<file path="config.mk">
export PLATFORM = sky130hd
export DESIGN_NAME = xgio_top
export DESIGN_NICKNAME = d
export VERILOG_FILES = /design/src/common/xgio_pkg.sv /design/src/kbd/kbd_fifo.sv /design/src/io_decode.sv /design/src/io_execute.sv /design/src/io_result.sv /design/src/xgio_top.sv /design/src/timer/tick_timer.sv
export VERILOG_INCLUDE_DIRS = /design/src /design/src/common
export SDC_FILE = /design/constraint.sdc
export NUM_CORES = 1
export LEC_CHECK = 0
export ABC_AREA = 1
export BUFFER_PORTS_ARGS = -buffer_cell sky130_fd_sc_hd__clkbuf_2
export CORE_UTILIZATION = 52
export CTS_BUF_LIST = sky130_fd_sc_hd__clkbuf_4 sky130_fd_sc_hd__clkbuf_8
export DETAILED_ROUTE_END_ITERATION = 6
export PLACE_DENSITY_LB_ADDON = 0.08
export SYNTH_ARGS = -nofsm -noshare
export SYNTH_HDL_FRONTEND = slang
export SYNTH_SLANG_ARGS = --single-unit
</file>
<file path="constraint.sdc">
create_clock -name clk -period 2.64 [get_ports clk]
set_input_delay 0.396 -clock clk [delete_from_list [all_inputs] [get_ports clk]]
set_output_delay 0.396 -clock clk [all_outputs]
set_load 0.02 [all_outputs]
</file>
<file path="src/common/xgio_cfg.svh">
/*
 * Address map codes and sizing for the xgio peripheral block.
 * Include in any module that decodes addresses or sizes the timer or FIFO.
 */
`ifndef XGIO_CFG_SVH
`define XGIO_CFG_SVH

// Peripheral region, address bits 31:28
`define XGIO_REGION         4'h2

// Page codes, address bits 15:12
`define XGIO_PAGE_SYS       4'h0
`define XGIO_PAGE_DISPLAY   4'h1
`define XGIO_PAGE_KBD       4'h5
`define XGIO_PAGE_SD        4'h6

// Register offsets inside a page
`define XGIO_OFS_STATUS     12'h000
`define XGIO_OFS_CODE       12'h004

// Timer period in clock cycles, kept short for simulation
`define XGIO_TIMER_RELOAD   40

// Keyboard FIFO address width, 4 entries
`define XGIO_KBD_DEPTH_LOG2 2

`endif

</file>
<file path="src/common/xgio_pkg.sv">
/*
 * Shared types of the xgio peripheral block: the Wishbone request,
 * the decoded register access and the timer interrupt states.
 */
package xgio_pkg;

    // Wishbone classic master request
    typedef struct packed {
        logic        cyc;
        logic        stb;
        logic        we;
        logic [3:0]  sel;
        logic [31:0] adr;
        logic [31:0] dat;
    } wb_req_t;

    // Register hit by a decoded address
    typedef enum logic [2:0] {
        REG_NONE,
        REG_SYS,
        REG_DISPLAY,
        REG_KBD_STATUS,
        REG_KBD_CODE,
        REG_SD
    } io_reg_e;

    // One decoded access, valid for a single cycle
    typedef struct packed {
        logic        valid;
        logic        we;
        io_reg_e     regsel;
        logic [31:0] wdata;
    } io_access_t;

    // Timer interrupt handshake
    typedef enum logic [1:0] {
        IRQ_IDLE,
        IRQ_RAISED,
        IRQ_HANDLING
    } irq_state_e;

endpackage

</file>
<file path="src/kbd/kbd_fifo.sv">
/*
 * Keyboard scan code FIFO. Codes enqueue on strobe unless full; a
 * dequeue pops the head into the code register read by the processor.
 */
`timescale 1ns/1ps
`include "xgio_cfg.svh"

module kbd_fifo (
    input  logic       clk,
    input  logic       reset_i,
    input  logic [7:0] code_i,
    input  logic       strobe_i,
    input  logic       deq_i,
    output logic       not_empty_o,
    output logic [7:0] code_o
);
    localparam int unsigned AW    = `XGIO_KBD_DEPTH_LOG2;
    localparam int unsigned DEPTH = 1 << AW;

    logic [7:0]  mem [DEPTH];
    logic [AW-1:0] wr_ptr;
    logic [AW-1:0] rd_ptr;
    logic [AW:0]   count;
    logic          full;
    logic          enq;
    logic          pop;

    assign full        = (count == (AW+1)'(DEPTH));
    assign not_empty_o = (count != '0);
    // Codes arriving while full are dropped
    assign enq         = strobe_i && !full;
    assign pop         = deq_i && not_empty_o;

    always_ff @(posedge clk) begin
        if (reset_i) begin
            wr_ptr <= '0;
            rd_ptr <= '0;
            count  <= '0;
        end else begin
            if (enq) begin
                wr_ptr <= wr_ptr + 1'b1;
            end
            if (pop) begin
                rd_ptr <= rd_ptr + 1'b1;
            end
            case ({enq, pop})
                2'b10: count <= count + 1'b1;
                2'b01: count <= count - 1'b1;
                default: count <= count;
            endcase
        end
    end

    // Storage and head capture
    always_ff @(posedge clk) begin
        if (enq) begin
            mem[wr_ptr] <= code_i;
        end
        if (pop) begin
            code_o <= mem[rd_ptr];
        end
    end

endmodule

</file>
<file path="src/io_decode.sv">
/*
 * Wishbone classic front end. Turns each bus cycle into a one-cycle
 * decoded access and acknowledges it on the following edge.
 */
`timescale 1ns/1ps
`include "xgio_cfg.svh"

module io_decode (
    input  logic                 clk,
    input  logic                 reset_i,
    input  xgio_pkg::wb_req_t    wb_req_i,
    output logic                 ack_o,
    output xgio_pkg::io_access_t access_o
);
    import xgio_pkg::*;

    logic        start;
    logic        in_region;
    logic [3:0]  page;
    logic [11:0] offset;
    io_reg_e     regsel;

    // New access only while no acknowledge is pending
    assign start     = wb_req_i.cyc && wb_req_i.stb && !ack_o;
    assign in_region = (wb_req_i.adr[31:28] == `XGIO_REGION);
    assign page      = wb_req_i.adr[15:12];
    assign offset    = wb_req_i.adr[11:0];

    always_comb begin
        regsel = REG_NONE;
        if (in_region) begin
            case (page)
                `XGIO_PAGE_SYS: begin
                    if (offset == `XGIO_OFS_STATUS) begin
                        regsel = REG_SYS;
                    end
                end
                // Display answers on the whole page
                `XGIO_PAGE_DISPLAY: regsel = REG_DISPLAY;
                `XGIO_PAGE_KBD: begin
                    if (offset == `XGIO_OFS_STATUS) begin
                        regsel = REG_KBD_STATUS;
                    end else if (offset == `XGIO_OFS_CODE) begin
                        regsel = REG_KBD_CODE;
                    end
                end
                `XGIO_PAGE_SD: begin
                    if (offset == `XGIO_OFS_STATUS) begin
                        regsel = REG_SD;
                    end
                end
                default: regsel = REG_NONE;
            endcase
        end
    end

    always_comb begin
        access_o.valid  = start;
        access_o.we     = wb_req_i.we;
        access_o.regsel = regsel;
        access_o.wdata  = wb_req_i.dat;
    end

    // Every address is acknowledged, one cycle per access
    always_ff @(posedge clk) begin
        if (reset_i) begin
            ack_o <= 1'b0;
        end else begin
            ack_o <= start;
        end
    end

endmodule

</file>
<file path="src/io_execute.sv">
/*
 * Write side of the register file. Holds the display byte, the SD pins
 * and the timer enable, and issues keyboard dequeue and lost-clear pulses.
 */
`timescale 1ns/1ps

module io_execute (
    input  logic                 clk,
    input  logic                 reset_i,
    input  xgio_pkg::io_access_t access_i,
    output logic [7:0]           display_o,
    output logic                 sd_sclk_o,
    output logic                 sd_csn_o,
    output logic                 sd_mosi_o,
    output logic                 timer_ena_o,
    output logic                 lost_clr_o,
    output logic                 kbd_deq_o
);
    import xgio_pkg::*;

    logic wr;

    assign wr = access_i.valid && access_i.we;

    // Lands on the acknowledging edge together with the other writes
    assign lost_clr_o = wr && (access_i.regsel == REG_SYS);

    always_ff @(posedge clk) begin
        if (reset_i) begin
            display_o   <= 8'd0;
            sd_sclk_o   <= 1'b0;
            sd_csn_o    <= 1'b1;
            sd_mosi_o   <= 1'b0;
            timer_ena_o <= 1'b0;
            kbd_deq_o   <= 1'b0;
        end else begin
            // Dequeue request, one cycle wide
            kbd_deq_o <= wr && (access_i.regsel == REG_KBD_STATUS);
            if (wr) begin
                case (access_i.regsel)
                    REG_SYS: timer_ena_o <= access_i.wdata[0];
                    REG_DISPLAY: display_o <= access_i.wdata[7:0];
                    REG_SD: begin
                        // Chip select is written active high
                        sd_sclk_o <= access_i.wdata[2];
                        sd_csn_o  <= ~access_i.wdata[1];
                        sd_mosi_o <= access_i.wdata[0];
                    end
                    default: begin
                    end
                endcase
            end
        end
    end

endmodule

</file>
<file path="src/io_result.sv">
/*
 * Read side of the register file. Registers the selected value on a
 * read access so that dat_o is valid alongside the acknowledge.
 */
`timescale 1ns/1ps

module io_result (
    input  logic                 clk,
    input  logic                 reset_i,
    input  xgio_pkg::io_access_t access_i,
    input  logic                 timer_ena_i,
    input  logic                 lost_i,
    input  logic [7:0]           display_i,
    input  logic                 kbd_not_empty_i,
    input  logic [7:0]           kbd_code_i,
    input  logic                 sd_miso_i,
    output logic [31:0]          dat_o
);
    import xgio_pkg::*;

    logic [31:0] rdata;

    always_comb begin
        case (access_i.regsel)
            REG_SYS:        rdata = {30'd0, lost_i, timer_ena_i};
            REG_DISPLAY:    rdata = {24'd0, display_i};
            REG_KBD_STATUS: rdata = {31'd0, kbd_not_empty_i};
            REG_KBD_CODE:   rdata = {24'd0, kbd_code_i};
            REG_SD:         rdata = {31'd0, sd_miso_i};
            // Unmapped reads return zero
            default:        rdata = 32'd0;
        endcase
    end

    // Holds between reads
    always_ff @(posedge clk) begin
        if (reset_i) begin
            dat_o <= 32'd0;
        end else if (access_i.valid && !access_i.we) begin
            dat_o <= rdata;
        end
    end

endmodule

</file>
<file path="src/xgio_top.sv">
/*
 * Top level of the xgio peripheral block, a Wishbone classic slave.
 * Connects the decode, execute and result stages with the timer and keyboard.
 */
`timescale 1ns/1ps

module xgio_top (
    input  logic              clk,
    input  logic              reset_i,
    input  xgio_pkg::wb_req_t wb_req_i,
    input  logic              eoi_i,
    input  logic [7:0]        kbd_code_i,
    input  logic              kbd_strobe_i,
    input  logic              sd_miso_i,
    output logic              ack_o,
    output logic [31:0]       dat_o,
    output logic              irq_o,
    output logic [7:0]        display_o,
    output logic              sd_sclk_o,
    output logic              sd_csn_o,
    output logic              sd_mosi_o
);
    import xgio_pkg::*;

    io_access_t access;
    logic       timer_ena;
    logic       lost_clr;
    logic       lost;
    logic       kbd_deq;
    logic       kbd_not_empty;
    logic [7:0] kbd_code;

    io_decode u_decode (
        .clk      (clk),
        .reset_i  (reset_i),
        .wb_req_i (wb_req_i),
        .ack_o    (ack_o),
        .access_o (access)
    );

    io_execute u_execute (
        .clk         (clk),
        .reset_i     (reset_i),
        .access_i    (access),
        .display_o   (display_o),
        .sd_sclk_o   (sd_sclk_o),
        .sd_csn_o    (sd_csn_o),
        .sd_mosi_o   (sd_mosi_o),
        .timer_ena_o (timer_ena),
        .lost_clr_o  (lost_clr),
        .kbd_deq_o   (kbd_deq)
    );

    tick_timer u_timer (
        .clk        (clk),
        .reset_i    (reset_i),
        .ena_i      (timer_ena),
        .eoi_i      (eoi_i),
        .lost_clr_i (lost_clr),
        .irq_o      (irq_o),
        .lost_o     (lost)
    );

    kbd_fifo u_kbd (
        .clk         (clk),
        .reset_i     (reset_i),
        .code_i      (kbd_code_i),
        .strobe_i    (kbd_strobe_i),
        .deq_i       (kbd_deq),
        .not_empty_o (kbd_not_empty),
        .code_o      (kbd_code)
    );

    // Display readback comes from the execute register
    io_result u_result (
        .clk             (clk),
        .reset_i         (reset_i),
        .access_i        (access),
        .timer_ena_i     (timer_ena),
        .lost_i          (lost),
        .display_i       (display_o),
        .kbd_not_empty_i (kbd_not_empty),
        .kbd_code_i      (kbd_code),
        .sd_miso_i       (sd_miso_i),
        .dat_o           (dat_o)
    );

endmodule

</file>
<file path="src/timer/tick_timer.sv">
/*
 * Periodic timer interrupt. A reload counter raises irq_o and waits for
 * the eoi low-then-high handshake; ticks that cannot be raised set lost_o.
 */
`timescale 1ns/1ps
`include "xgio_cfg.svh"

module tick_timer (
    input  logic clk,
    input  logic reset_i,
    input  logic ena_i,
    input  logic eoi_i,
    input  logic lost_clr_i,
    output logic irq_o,
    output logic lost_o
);
    import xgio_pkg::*;

    localparam int unsigned RELOAD = `XGIO_TIMER_RELOAD;
    localparam int unsigned CNT_W  = $clog2(RELOAD);

    logic [CNT_W-1:0] count;
    logic             tick;
    irq_state_e       state;

    assign tick  = (count == '0);
    assign irq_o = (state != IRQ_IDLE);

    always_ff @(posedge clk) begin
        if (reset_i) begin
            count  <= CNT_W'(RELOAD - 1);
            state  <= IRQ_IDLE;
            lost_o <= 1'b0;
        end else begin
            count <= tick ? CNT_W'(RELOAD - 1) : count - 1'b1;

            if (lost_clr_i) begin
                lost_o <= 1'b0;
            end

            case (state)
                // Processor acknowledges by pulling eoi low
                IRQ_RAISED: if (!eoi_i) state <= IRQ_HANDLING;
                // irq drops once eoi returns high
                IRQ_HANDLING: if (eoi_i) state <= IRQ_IDLE;
                default: begin
                end
            endcase

            // A tick wins over the handshake transitions above
            if (tick && ena_i) begin
                if (state == IRQ_IDLE && eoi_i) begin
                    state <= IRQ_RAISED;
                end else begin
                    lost_o <= 1'b1;
                end
            end
        end
    end

endmodule

</file>
# Word level (Yosys, flattened, before mapping)
# Memory sizes are Yosys's and may differ from the RTL's. A register that Yosys moved wholly into a read port is not among the register bits.
# Cells that the tools add are included.
dict set report classes {
  n_addsub 5
  eq_ne 15
  n_mux 18
  n_bitwise 1
  reduce_logical 24
}
# cell n
set ops {}
lappend ops {{case mux 8 bit (5 select lines)} 1}
lappend ops {{equality test 12 x 3 -> 1 bit, second input constant} 1}
lappend ops {{logical NOT 12 bit} 1}
lappend ops {{2-to-1 mux 3 bit} 4}
lappend ops {{case mux 3 bit (4 select lines)} 1}
lappend ops {{logical AND 1 bit} 10}
lappend ops {{equality test 3 bit, second input constant} 3}
lappend ops {{equality test 4 x 3 -> 1 bit, second input constant} 2}
lappend ops {{2-to-1 mux 2 bit} 4}
lappend ops {{equality test 3 x 2 -> 1 bit, second input constant} 2}
lappend ops {{logical NOT 6 bit} 1}
lappend ops {{2-to-1 mux 1 bit} 6}
lappend ops {{case mux 3 bit (2 select lines)} 1}
lappend ops {{AND reduction 2 bit} 3}
lappend ops {{subtractor 6 x 1 -> 6 bit, second input constant} 1}
lappend ops {{adder 2 x 1 -> 2 bit, second input constant} 2}
lappend ops {{equality test 2 x 1 -> 1 bit, second input constant} 2}
lappend ops {{equality test 2 bit, second input constant} 2}
lappend ops {{equality test 4 x 1 -> 1 bit, second input constant} 1}
lappend ops {{equality test 4 x 2 -> 1 bit, second input constant} 1}
lappend ops {{logical NOT 4 bit} 1}
lappend ops {{case mux 2 bit (2 select lines)} 1}
lappend ops {{nonzero test 2 bit} 2}
lappend ops {{adder 3 x 1 -> 3 bit, second input constant} 1}
lappend ops {{other kinds (7)} 9}
dict set report word_totals {
  ff_bits 62
  ramBits 32
  inputBits 84
  out_inout_bits 45
  wordCells 78
  mem_count 1
}
# memory words width read_ports rd_ports_with_merged_regs write_ports line
set memory_table {}
lappend memory_table {u_kbd.mem 4 8 1 1 1 kbd_fifo.sv:20} ;# logic [7:0] mem [DEPTH];

# Logic depth before layout (Yosys ltp)
# Gate-level depths: netlist (run 1).
dict set report logic_depth {
  word_depth 10
  ltp_mapped 13
  depth_no_buf 13
}

# Cells and area by module
# A second synthesis (run 1) with hierarchy kept.
dict set report hier_totals {
  cells_unflattened 472
  area_unflattened_um2 4096.4
}
# module n_inst cells_each area_per_inst_um2
set modules_own_cells {}
lappend modules_own_cells {kbd_fifo 1 149 1890.6}
lappend modules_own_cells {io_result 1 102 676.9}
lappend modules_own_cells {io_execute 1 71 538.0}
lappend modules_own_cells {tick_timer 1 70 501.7}
lappend modules_own_cells {io_decode 1 80 489.2}

# Least setup slack after synthesis (run 1)
# No wires, ideal clock.
dict set report synth_timing {
  kind {reg-to-reg}
  start {register u_kbd.count[0]}
  end {register u_kbd.count[2]}
  t_arrival_ns 1.844
  required_time_ns 2.518
  path_slack_ns 0.674
  stages_incl_launch_ff 9
  path_cell_list {dfxtp_1 o31ai_2 ha_1 inv_1 fa_1 a21oi_1 o21ai_0 o21ai_0 a21oi_1}
}
dict set report synth_between {
  elab_chain_cells 5
  elab_cells_between_ends 11
}
# item line
set synth_lines {}
lappend synth_lines {{start: declaration} kbd_fifo.sv:23} ;# logic [AW:0] count;
lappend synth_lines {{start signal: assignment} kbd_fifo.sv:47} ;# 2'b10: count <= count + 1'b1;
lappend synth_lines {{start signal: assignment} kbd_fifo.sv:48} ;# 2'b01: count <= count - 1'b1;
lappend synth_lines {{start signal: assignment} kbd_fifo.sv:49} ;# default: count <= count;
lappend synth_lines {{equality test 3 bit} kbd_fifo.sv:28} ;# assign full = (count == (AW+1)'(DEPTH));
lappend synth_lines {{logical NOT 1 bit} kbd_fifo.sv:31} ;# assign enq = strobe_i && !full;
lappend synth_lines {{logical AND 1 bit} kbd_fifo.sv:31}
lappend synth_lines {{equality test 2 x 1 -> 1 bit or equality test 2 bit (tied branches)} kbd_fifo.sv:46} ;# case ({enq, pop})
lappend synth_lines {{case mux 3 bit (2 select lines) or nonzero test 2 bit (tied branches)} n/a}
# Parallel ways exist; a longest one is shown, timed or not.
# A chain may end at the register's enable or synchronous reset.

# Final worst setup path (run 1)
dict set report layout_timing {
  start {register u_kbd.count[0]}
  end {register u_kbd.count[2]}
}
dict set report layout_between {
  elab_cells_between_ends 11
}
# item line
set layout_lines {}
lappend layout_lines {{nonzero test 3 bit *} kbd_fifo.sv:29} ;# assign not_empty_o = (count != '0);
lappend layout_lines {{logical AND 1 bit *} kbd_fifo.sv:32} ;# assign pop = deq_i && not_empty_o;
lappend layout_lines {{named net u_kbd.pop} kbd_fifo.sv:26} ;# logic pop;
lappend layout_lines {{equality test 2 x 1 -> 1 bit or equality test 2 bit (tied branches)} kbd_fifo.sv:46}
lappend layout_lines {{case mux 3 bit (2 select lines) or nonzero test 2 bit (tied branches)} n/a}
# The timed path passes the listed nets; every way through them passes the cells marked *.

==> results of run 1 <==
==> cells in the final DEF, fill, tap and decap left out, drive strengths merged <==
master,synthesis,routed
nor3,4,4
buf,26,2
clkinv,0,1
o221a,1,1
nand4,5,5
nand3b,1,1
clkbuf,5,73
clkinvlp,0,1
nand3,13,13
edfxtp,40,40
a211oi,5,5
a31oi,1,1
conb,1,24
fa,1,1
ha,9,9
nor2,54,54
o31ai,1,1
o21ai,36,36
a21oi,29,29
dfxtp,38,38
inv,64,69
nand2,64,64
o22ai,14,14
or2,1,1
==> power breakdown <==
part	switching, W	internal (W)	total, W
Clock	0.000500	0.000375	0.000875
Combinational	0.000122	0.0000542	0.000176
Sequential	0.0000115	0.00131	0.00132
==> worst min-delay path by stage <==
stage	start	to	slack, ns	cells past startpoint
CTS	kbd_code_i[4]	u_kbd.mem[3][4]	0.23	1
global placement	u_timer.count[0]	u_timer.count[0]	0.37	1
floorplan	u_timer.count[0]	u_timer.count[0]	0.37	1
detailed placement	u_timer.count[0]	u_timer.count[0]	0.38	1
finish	kbd_code_i[4]	u_kbd.mem[3][4]	0.25	1
global route	kbd_code_i[4]	u_kbd.mem[3][4]	0.24	1
==> worst max-delay path: cells and delay by family (launching register included) <==
family / cells / cell delay [ns]
compound gates: 4 / 0.47
buf+inv: 3 / 0.47
fa+ha+maj: 2 / 0.58
flops: 1 / 0.41
simple gates: 2 / 0.16
==> layer usage <==
layer / share of wire / wire [um]
met1: 0.45 / 3010
met2: 0.50 / 3370
met4: 0.0046 / 31
met3: 0.047 / 313
met5: 0 / 0
==> kinds of logic (layout without fill, tap and decap cells) <==
| logic type | Yosys count | after routing |
|---|---|---|
| AO/OA/AOI/OAI | 87 | 87 |
| adder cells (fa/ha/maj) | 10 | 10 |
| buffers and inverters | 95 | 146 |
| flip-flops | 78 | 78 |
| other | 1 | 24 |
| AND/OR/NAND/NOR | 142 | 142 |
==> flip-flops by register name, summed over array words and instances (netlist names), named ones only <==
name                   flops
u_timer.count              6
u_kbd.code_o               8
u_execute.sd_csn_o         1
u_kbd.mem                 32
u_execute.sd_sclk_o        1
u_kbd.wr_ptr               2
u_decode.ack_o             1
u_kbd.rd_ptr               2
u_execute.display_o        8
u_kbd.count                3
u_timer.lost_o             1
u_timer.state              1
u_execute.sd_mosi_o        1
u_execute.timer_ena_o      1
u_result.dat_o             8
u_execute.kbd_deq_o        1
==> stage by stage <==
step / power [W] / hold slack (ns) / cells / setup WS [ns]
2_1_floorplan: 0.00149 / 0.365 / 436 / 0.674
3_3_place_gp: 0.00152 / 0.375 / 567 / 0.483
3_5_place_dp: 0.00152 / 0.384 / 567 / 0.452
4_1_cts: 0.00239 / 0.234 / 583 / 0.442
5_1_grt: 0.00247 / 0.238 / 583 / 0.245
6_report: 0.00237 / 0.251 / 583 / 0.448
==> cell type report <==
type                       instances  area share
sequential                        78       0.455
multi-input combinational        263       0.338
inverter                          64      0.0557
timing repair buffer              66      0.0777
clock buffer                       9      0.0287
clock inverter                     7      0.0174
tap                               96      0.0278
==> results.sh, run 1 <==
export IMPL_synth_enable_flop_cells=40
export IMPL_grt_max_degree=19
export IMPL_endpoint="u_kbd.count[2]"
export IMPL_max_freq_ghz=0.456
export IMPL_ir_drop_mv=0.464
export IMPL_synth_compound_area_frac=0.137
export IMPL_drc=0
export IMPL_async_reset_ff_frac=0
export IMPL_clock_path_buffers=2
export IMPL_core_area_mm2=0.00691
export IMPL_synth_warnings=0
export IMPL_tightest_slew_ns=0.784
export IMPL_dr_pass1_iters=4
export IMPL_p_leak_nw=1.87
export IMPL_fin_nets=576
export IMPL_drive_gt1_frac=0.255
export IMPL_synthesis_area_mm2=0.00379
export IMPL_status="complete, no violations"
export IMPL_start_util=0.549
export IMPL_first_global_vias=2621
export IMPL_finalCoreUtilization=0.625
export IMPL_gp_congestion=0.823
export IMPL_cpMostUsedCell="inv_1"
export IMPL_worstSkewPairLatency_ns=0.35
export IMPL_placed_area_mm2=0.00412
export IMPL_seqCellArea_mm2=0.00196
export IMPL_yosysTopAreaCell="edfxtp_1"
export IMPL_fin_crit_sh=0.830
export IMPL_yosys_top_cells_area="edfxtp_1 (32%), dfxtp_1 (20%), inv_1 (5.6%)"
export IMPL_grt_pass1_wl_um=11600
export IMPL_numCtsBuffers=9
export IMPL_cp_arrival_ns=2.43
export IMPL_met1_usage=0.231
export IMPL_slew_headroom=0.476
export IMPL_boundaryPins=129
export IMPL_num_vias=2776
export IMPL_cp_startpoint="u_kbd.count[0]"
export IMPL_finalCriticalPeriod_ns=2.19
export IMPL_skew_ns=0.0102
export IMPL_rrSetupSlack_ns=0.45
export IMPL_htree_levels=3
export IMPL_critical_path_slowest_cell="dfxtp_1"
export IMPL_cts_root_buf="clkbuf_8"
export IMPL_ant_nets=0
export IMPL_met3_usage=0.0626
export IMPL_clk_pin_slew_ns=0.09
export IMPL_hold_buffers=0
export IMPL_fillers=602
export IMPL_synth_top_family_by_area="simple AND/OR/NAND/NOR gates"
export IMPL_max_stage_delay_ns=0.41
export IMPL_rows=30
export IMPL_multi_input_area_mm2=0.00146
export IMPL_tritoncts="done"
export IMPL_die_area_mm2=0.00763
export IMPL_cts_num_sinks=78
export IMPL_seq_area_frac_synth=0.518
export IMPL_crit_chain="nor3_1 -> inv_1 -> nand2_1 -> inv_1 -> ha_1 -> inv_1 -> fa_1 -> a21oi_1 -> o21ai_0 -> o21ai_0 -> a21oi_1"
export IMPL_synthDistinctLibCells=36
export IMPL_holdCritPathClass="in2reg"
export IMPL_synth_xor_area_share=0
export IMPL_grt_antenna_before_repair=0
export IMPL_critPathCaptureType="flop"
export IMPL_synth_adder_area_share=0.0350
export IMPL_synth_area_per_cell_um2=9.18
export IMPL_synth_simple_gate_area_frac=0.189
export IMPL_hold_viol_final=0
export IMPL_die_y_um=87.4
export IMPL_r2r_start="u_kbd.count[0]"
export IMPL_place_hpwl_um=4990
export IMPL_stdcell_area_mm2=0.00432
export IMPL_gr_usage_met2=0.354
export IMPL_numPortBuffers=64
export IMPL_track_usage=0.199
export IMPL_synthCells=413
export IMPL_setup_viol=0
export IMPL_synth_seq_cells=78
export IMPL_reg2reg_depth=11
export IMPL_required_ns=2.88
export IMPL_top_usage_layer="met2"
export IMPL_critPathMaxFanout=10
export IMPL_post_drt_via_cell_ratio=4.76
export IMPL_antenna_cells=0
export IMPL_cts_resized_gates=0
export IMPL_areaGrowthSynthToFinish_pct=13.9
export IMPL_first_iter_violations=148
export IMPL_ys_flop_type="edfxtp_1"
export IMPL_tns_ns=0
export IMPL_wire_per_inst_um=11.5
export IMPL_powerDensity_mw_per_mm2=549
export IMPL_rr_endpoint="u_kbd.count[2]"
export IMPL_grt_remaining_overflow=0
export IMPL_synth_common_cells="inv_1 (57), nand2_1 (57), nor2_1 (46)"
export IMPL_maxSlewViolCount=0
export IMPL_criticalPathCategory="reg2reg"
export IMPL_die_x_um=87.4
export IMPL_routed_wl_um=6730
export IMPL_cap_viol_max_count=0
export IMPL_startpoint_type="flop"
export IMPL_grt_setup_unrepaired="false"
export IMPL_postCtsSetupBuffers=0
export IMPL_synth_mux_area_frac=0
export IMPL_synth_top_area_frac=0.317
Note: power is estimated with default switching activity, not from simulation.
==> run 2, diff against run 1 <==
==> constraint.sdc (replaced) <==
create_clock -name clk -period 2.2 [get_ports clk]
set_input_delay 0.33 -clock clk [delete_from_list [all_inputs] [get_ports clk]]
set_output_delay 0.33 -clock clk [all_outputs]
set_load 0.02 [all_outputs]
==> run 2 against run 1 <==
  * Combinational power is 26% higher
  * Die area stayed put
  * Hold slack got worse by 0.062 ns
  * Critical endpoint unchanged
  * Highest routed layer unchanged
==> results.sh, run 2 (synthesized netlist as in run 1, its figures left out) <==
export IMPL_grt_antenna_before_repair=0
export IMPL_rr_endpoint="u_kbd.count[2]"
export IMPL_grt_pass1_wl_um=11700
export IMPL_start_util=0.549
export IMPL_grt_setup_unrepaired="false"
export IMPL_status="complete, no violations"
export IMPL_first_iter_violations=143
export IMPL_worstSkewPairLatency_ns=0.35
export IMPL_routed_wl_um=6800
export IMPL_numCtsBuffers=9
export IMPL_cts_root_buf="clkbuf_8"
export IMPL_dr_pass1_iters=5
export IMPL_rows=30
export IMPL_clk_pin_slew_ns=0.08
export IMPL_tns_ns=0
export IMPL_drc=0
export IMPL_layout_commonest_cell="clkbuf_2"
export IMPL_num_vias=2825
export IMPL_maxSlewViolCount=0
export IMPL_critPathMaxFanout=5
export IMPL_cts_num_sinks=78
export IMPL_wire_per_inst_um=11.5
export IMPL_endpoint="u_kbd.count[2]"
export IMPL_boundaryPins=129
export IMPL_tightest_slew_ns=0.500
export IMPL_startpoint_type="flop"
export IMPL_r2r_start="u_kbd.count[0]"
export IMPL_cts_resized_gates=0
export IMPL_final_cell_mix="clkbuf_2 (64), inv_1 (57), nand2_1 (57)"
export IMPL_antenna_cells=0
export IMPL_reg2reg_depth=11
export IMPL_finalCriticalPeriod_ns=1.88
export IMPL_die_y_um=87.4
export IMPL_required_ns=2.44
export IMPL_tritoncts="done"
export IMPL_ir_drop_mv=0.545
export IMPL_cp_startpoint="u_kbd.count[0]"
export IMPL_setup_viol=0
export IMPL_p_leak_nw=1.90
export IMPL_met1_usage=0.239
export IMPL_top_register="u_kbd.mem"
export IMPL_clock_path_buffers=2
export IMPL_skew_ns=0.0107
export IMPL_track_usage=0.200
export IMPL_met3_usage=0.0635
export IMPL_htree_levels=3
export IMPL_gr_usage_met2=0.347
export IMPL_top_usage_layer="met2"
export IMPL_fin_crit_sh=0.853
export IMPL_core_area_mm2=0.00691
export IMPL_first_global_vias=2617
export IMPL_postCtsSetupBuffers=0
export IMPL_holdCritPathClass="in2reg"
export IMPL_slew_headroom=0.666
export IMPL_hold_buffers=0
export IMPL_ant_nets=0
export IMPL_max_freq_ghz=0.533
export IMPL_hold_viol_final=0
export IMPL_cp_arrival_ns=2.12
export IMPL_grt_max_degree=18
export IMPL_post_drt_via_cell_ratio=4.79
export IMPL_die_area_mm2=0.00763
export IMPL_cap_viol_max_count=0
export IMPL_areaGrowthSynthToFinish_pct=14.5
export IMPL_gp_congestion=0.830
export IMPL_die_x_um=87.4
export IMPL_grt_remaining_overflow=0
export IMPL_rrSetupSlack_ns=0.32
export IMPL_fin_nets=583
export IMPL_powerDensity_mw_per_mm2=632
export IMPL_criticalPathCategory="reg2reg"
export IMPL_numPortBuffers=64
export IMPL_drive_gt1_frac=0.261
export IMPL_critPathCaptureType="flop"
export IMPL_place_hpwl_um=5070
export IMPL_largest_register_ffs=32
export IMPL_hold_ws_ns=0.189
## run 2: final cells by class
| type | count | area (um2) |
|---|---|---|
| clock buffer | 9 | 124 |
| inverter | 64 | 240 |
| multi-input combinational | 263 | 1460 |
| clock inverter | 7 | 47.5 |
| sequential | 78 | 1960 |
| timing repair buffer | 73 | 388 |
| fill | 583 | 2570 |
| tap | 96 | 120 |
## run 2: where the power goes
part | switching, W | internal, W
Sequential | 0.0000138 | 0.00157
Combinational | 0.000148 | 0.0000727
Clock | 0.000530 | 0.000410
## run 2: worst max-delay path: stages, from the launching register on
cell     delay, ns
dfxtp_1       0.40
nor3_1        0.09
inv_1         0.09
nand2_1       0.08
inv_1         0.08
ha_1          0.14
inv_1         0.07
fa_1          0.38
a21oi_1       0.14
o21ai_0       0.11
o21ai_0       0.15
a21oi_1       0.05
## run 2: through the flow
step / cell area [um2] / util / total power, W / cells / worst slack, ns
final: 4340 / 0.628 / 0.00274 / 590 / 0.324
after global routing: 4340 / 0.628 / 0.00287 / 590 / 0.129
after CTS: 4340 / 0.628 / 0.00277 / 590 / 0.315
after detailed placement: 4170 / 0.604 / 0.00184 / 574 / 0.329
after global placement: 4170 / 0.604 / 0.00183 / 574 / 0.363
after floorplan: 3880 / - / 0.00178 / 436 / 0.234
## run 2: worst min path at each step
stage | start | endpoint | slack, ns | cells past startpoint
2_1_floorplan | u_timer.count[0] | u_timer.count[0] | 0.37 | 1
3_3_place_gp | u_timer.count[0] | u_timer.count[0] | 0.37 | 1
3_5_place_dp | u_timer.count[0] | u_timer.count[0] | 0.38 | 1
4_1_cts | wb_req_i[1] | u_execute.sd_csn_o | 0.17 | 2
5_1_grt | wb_req_i[1] | u_execute.sd_csn_o | 0.17 | 2
6_report | kbd_code_i[4] | u_kbd.mem[3][4] | 0.19 | 1
## run 2: per-layer routing
| metal | part of all wire | vias up |
|---|---|---|
| met2 | 0.49 | 73 |
| li1 | - | 1469 |
| met1 | 0.46 | 1276 |
| met4 | 0.011 | 0 |
| met3 | 0.044 | 7 |
| met5 | 0 | - |
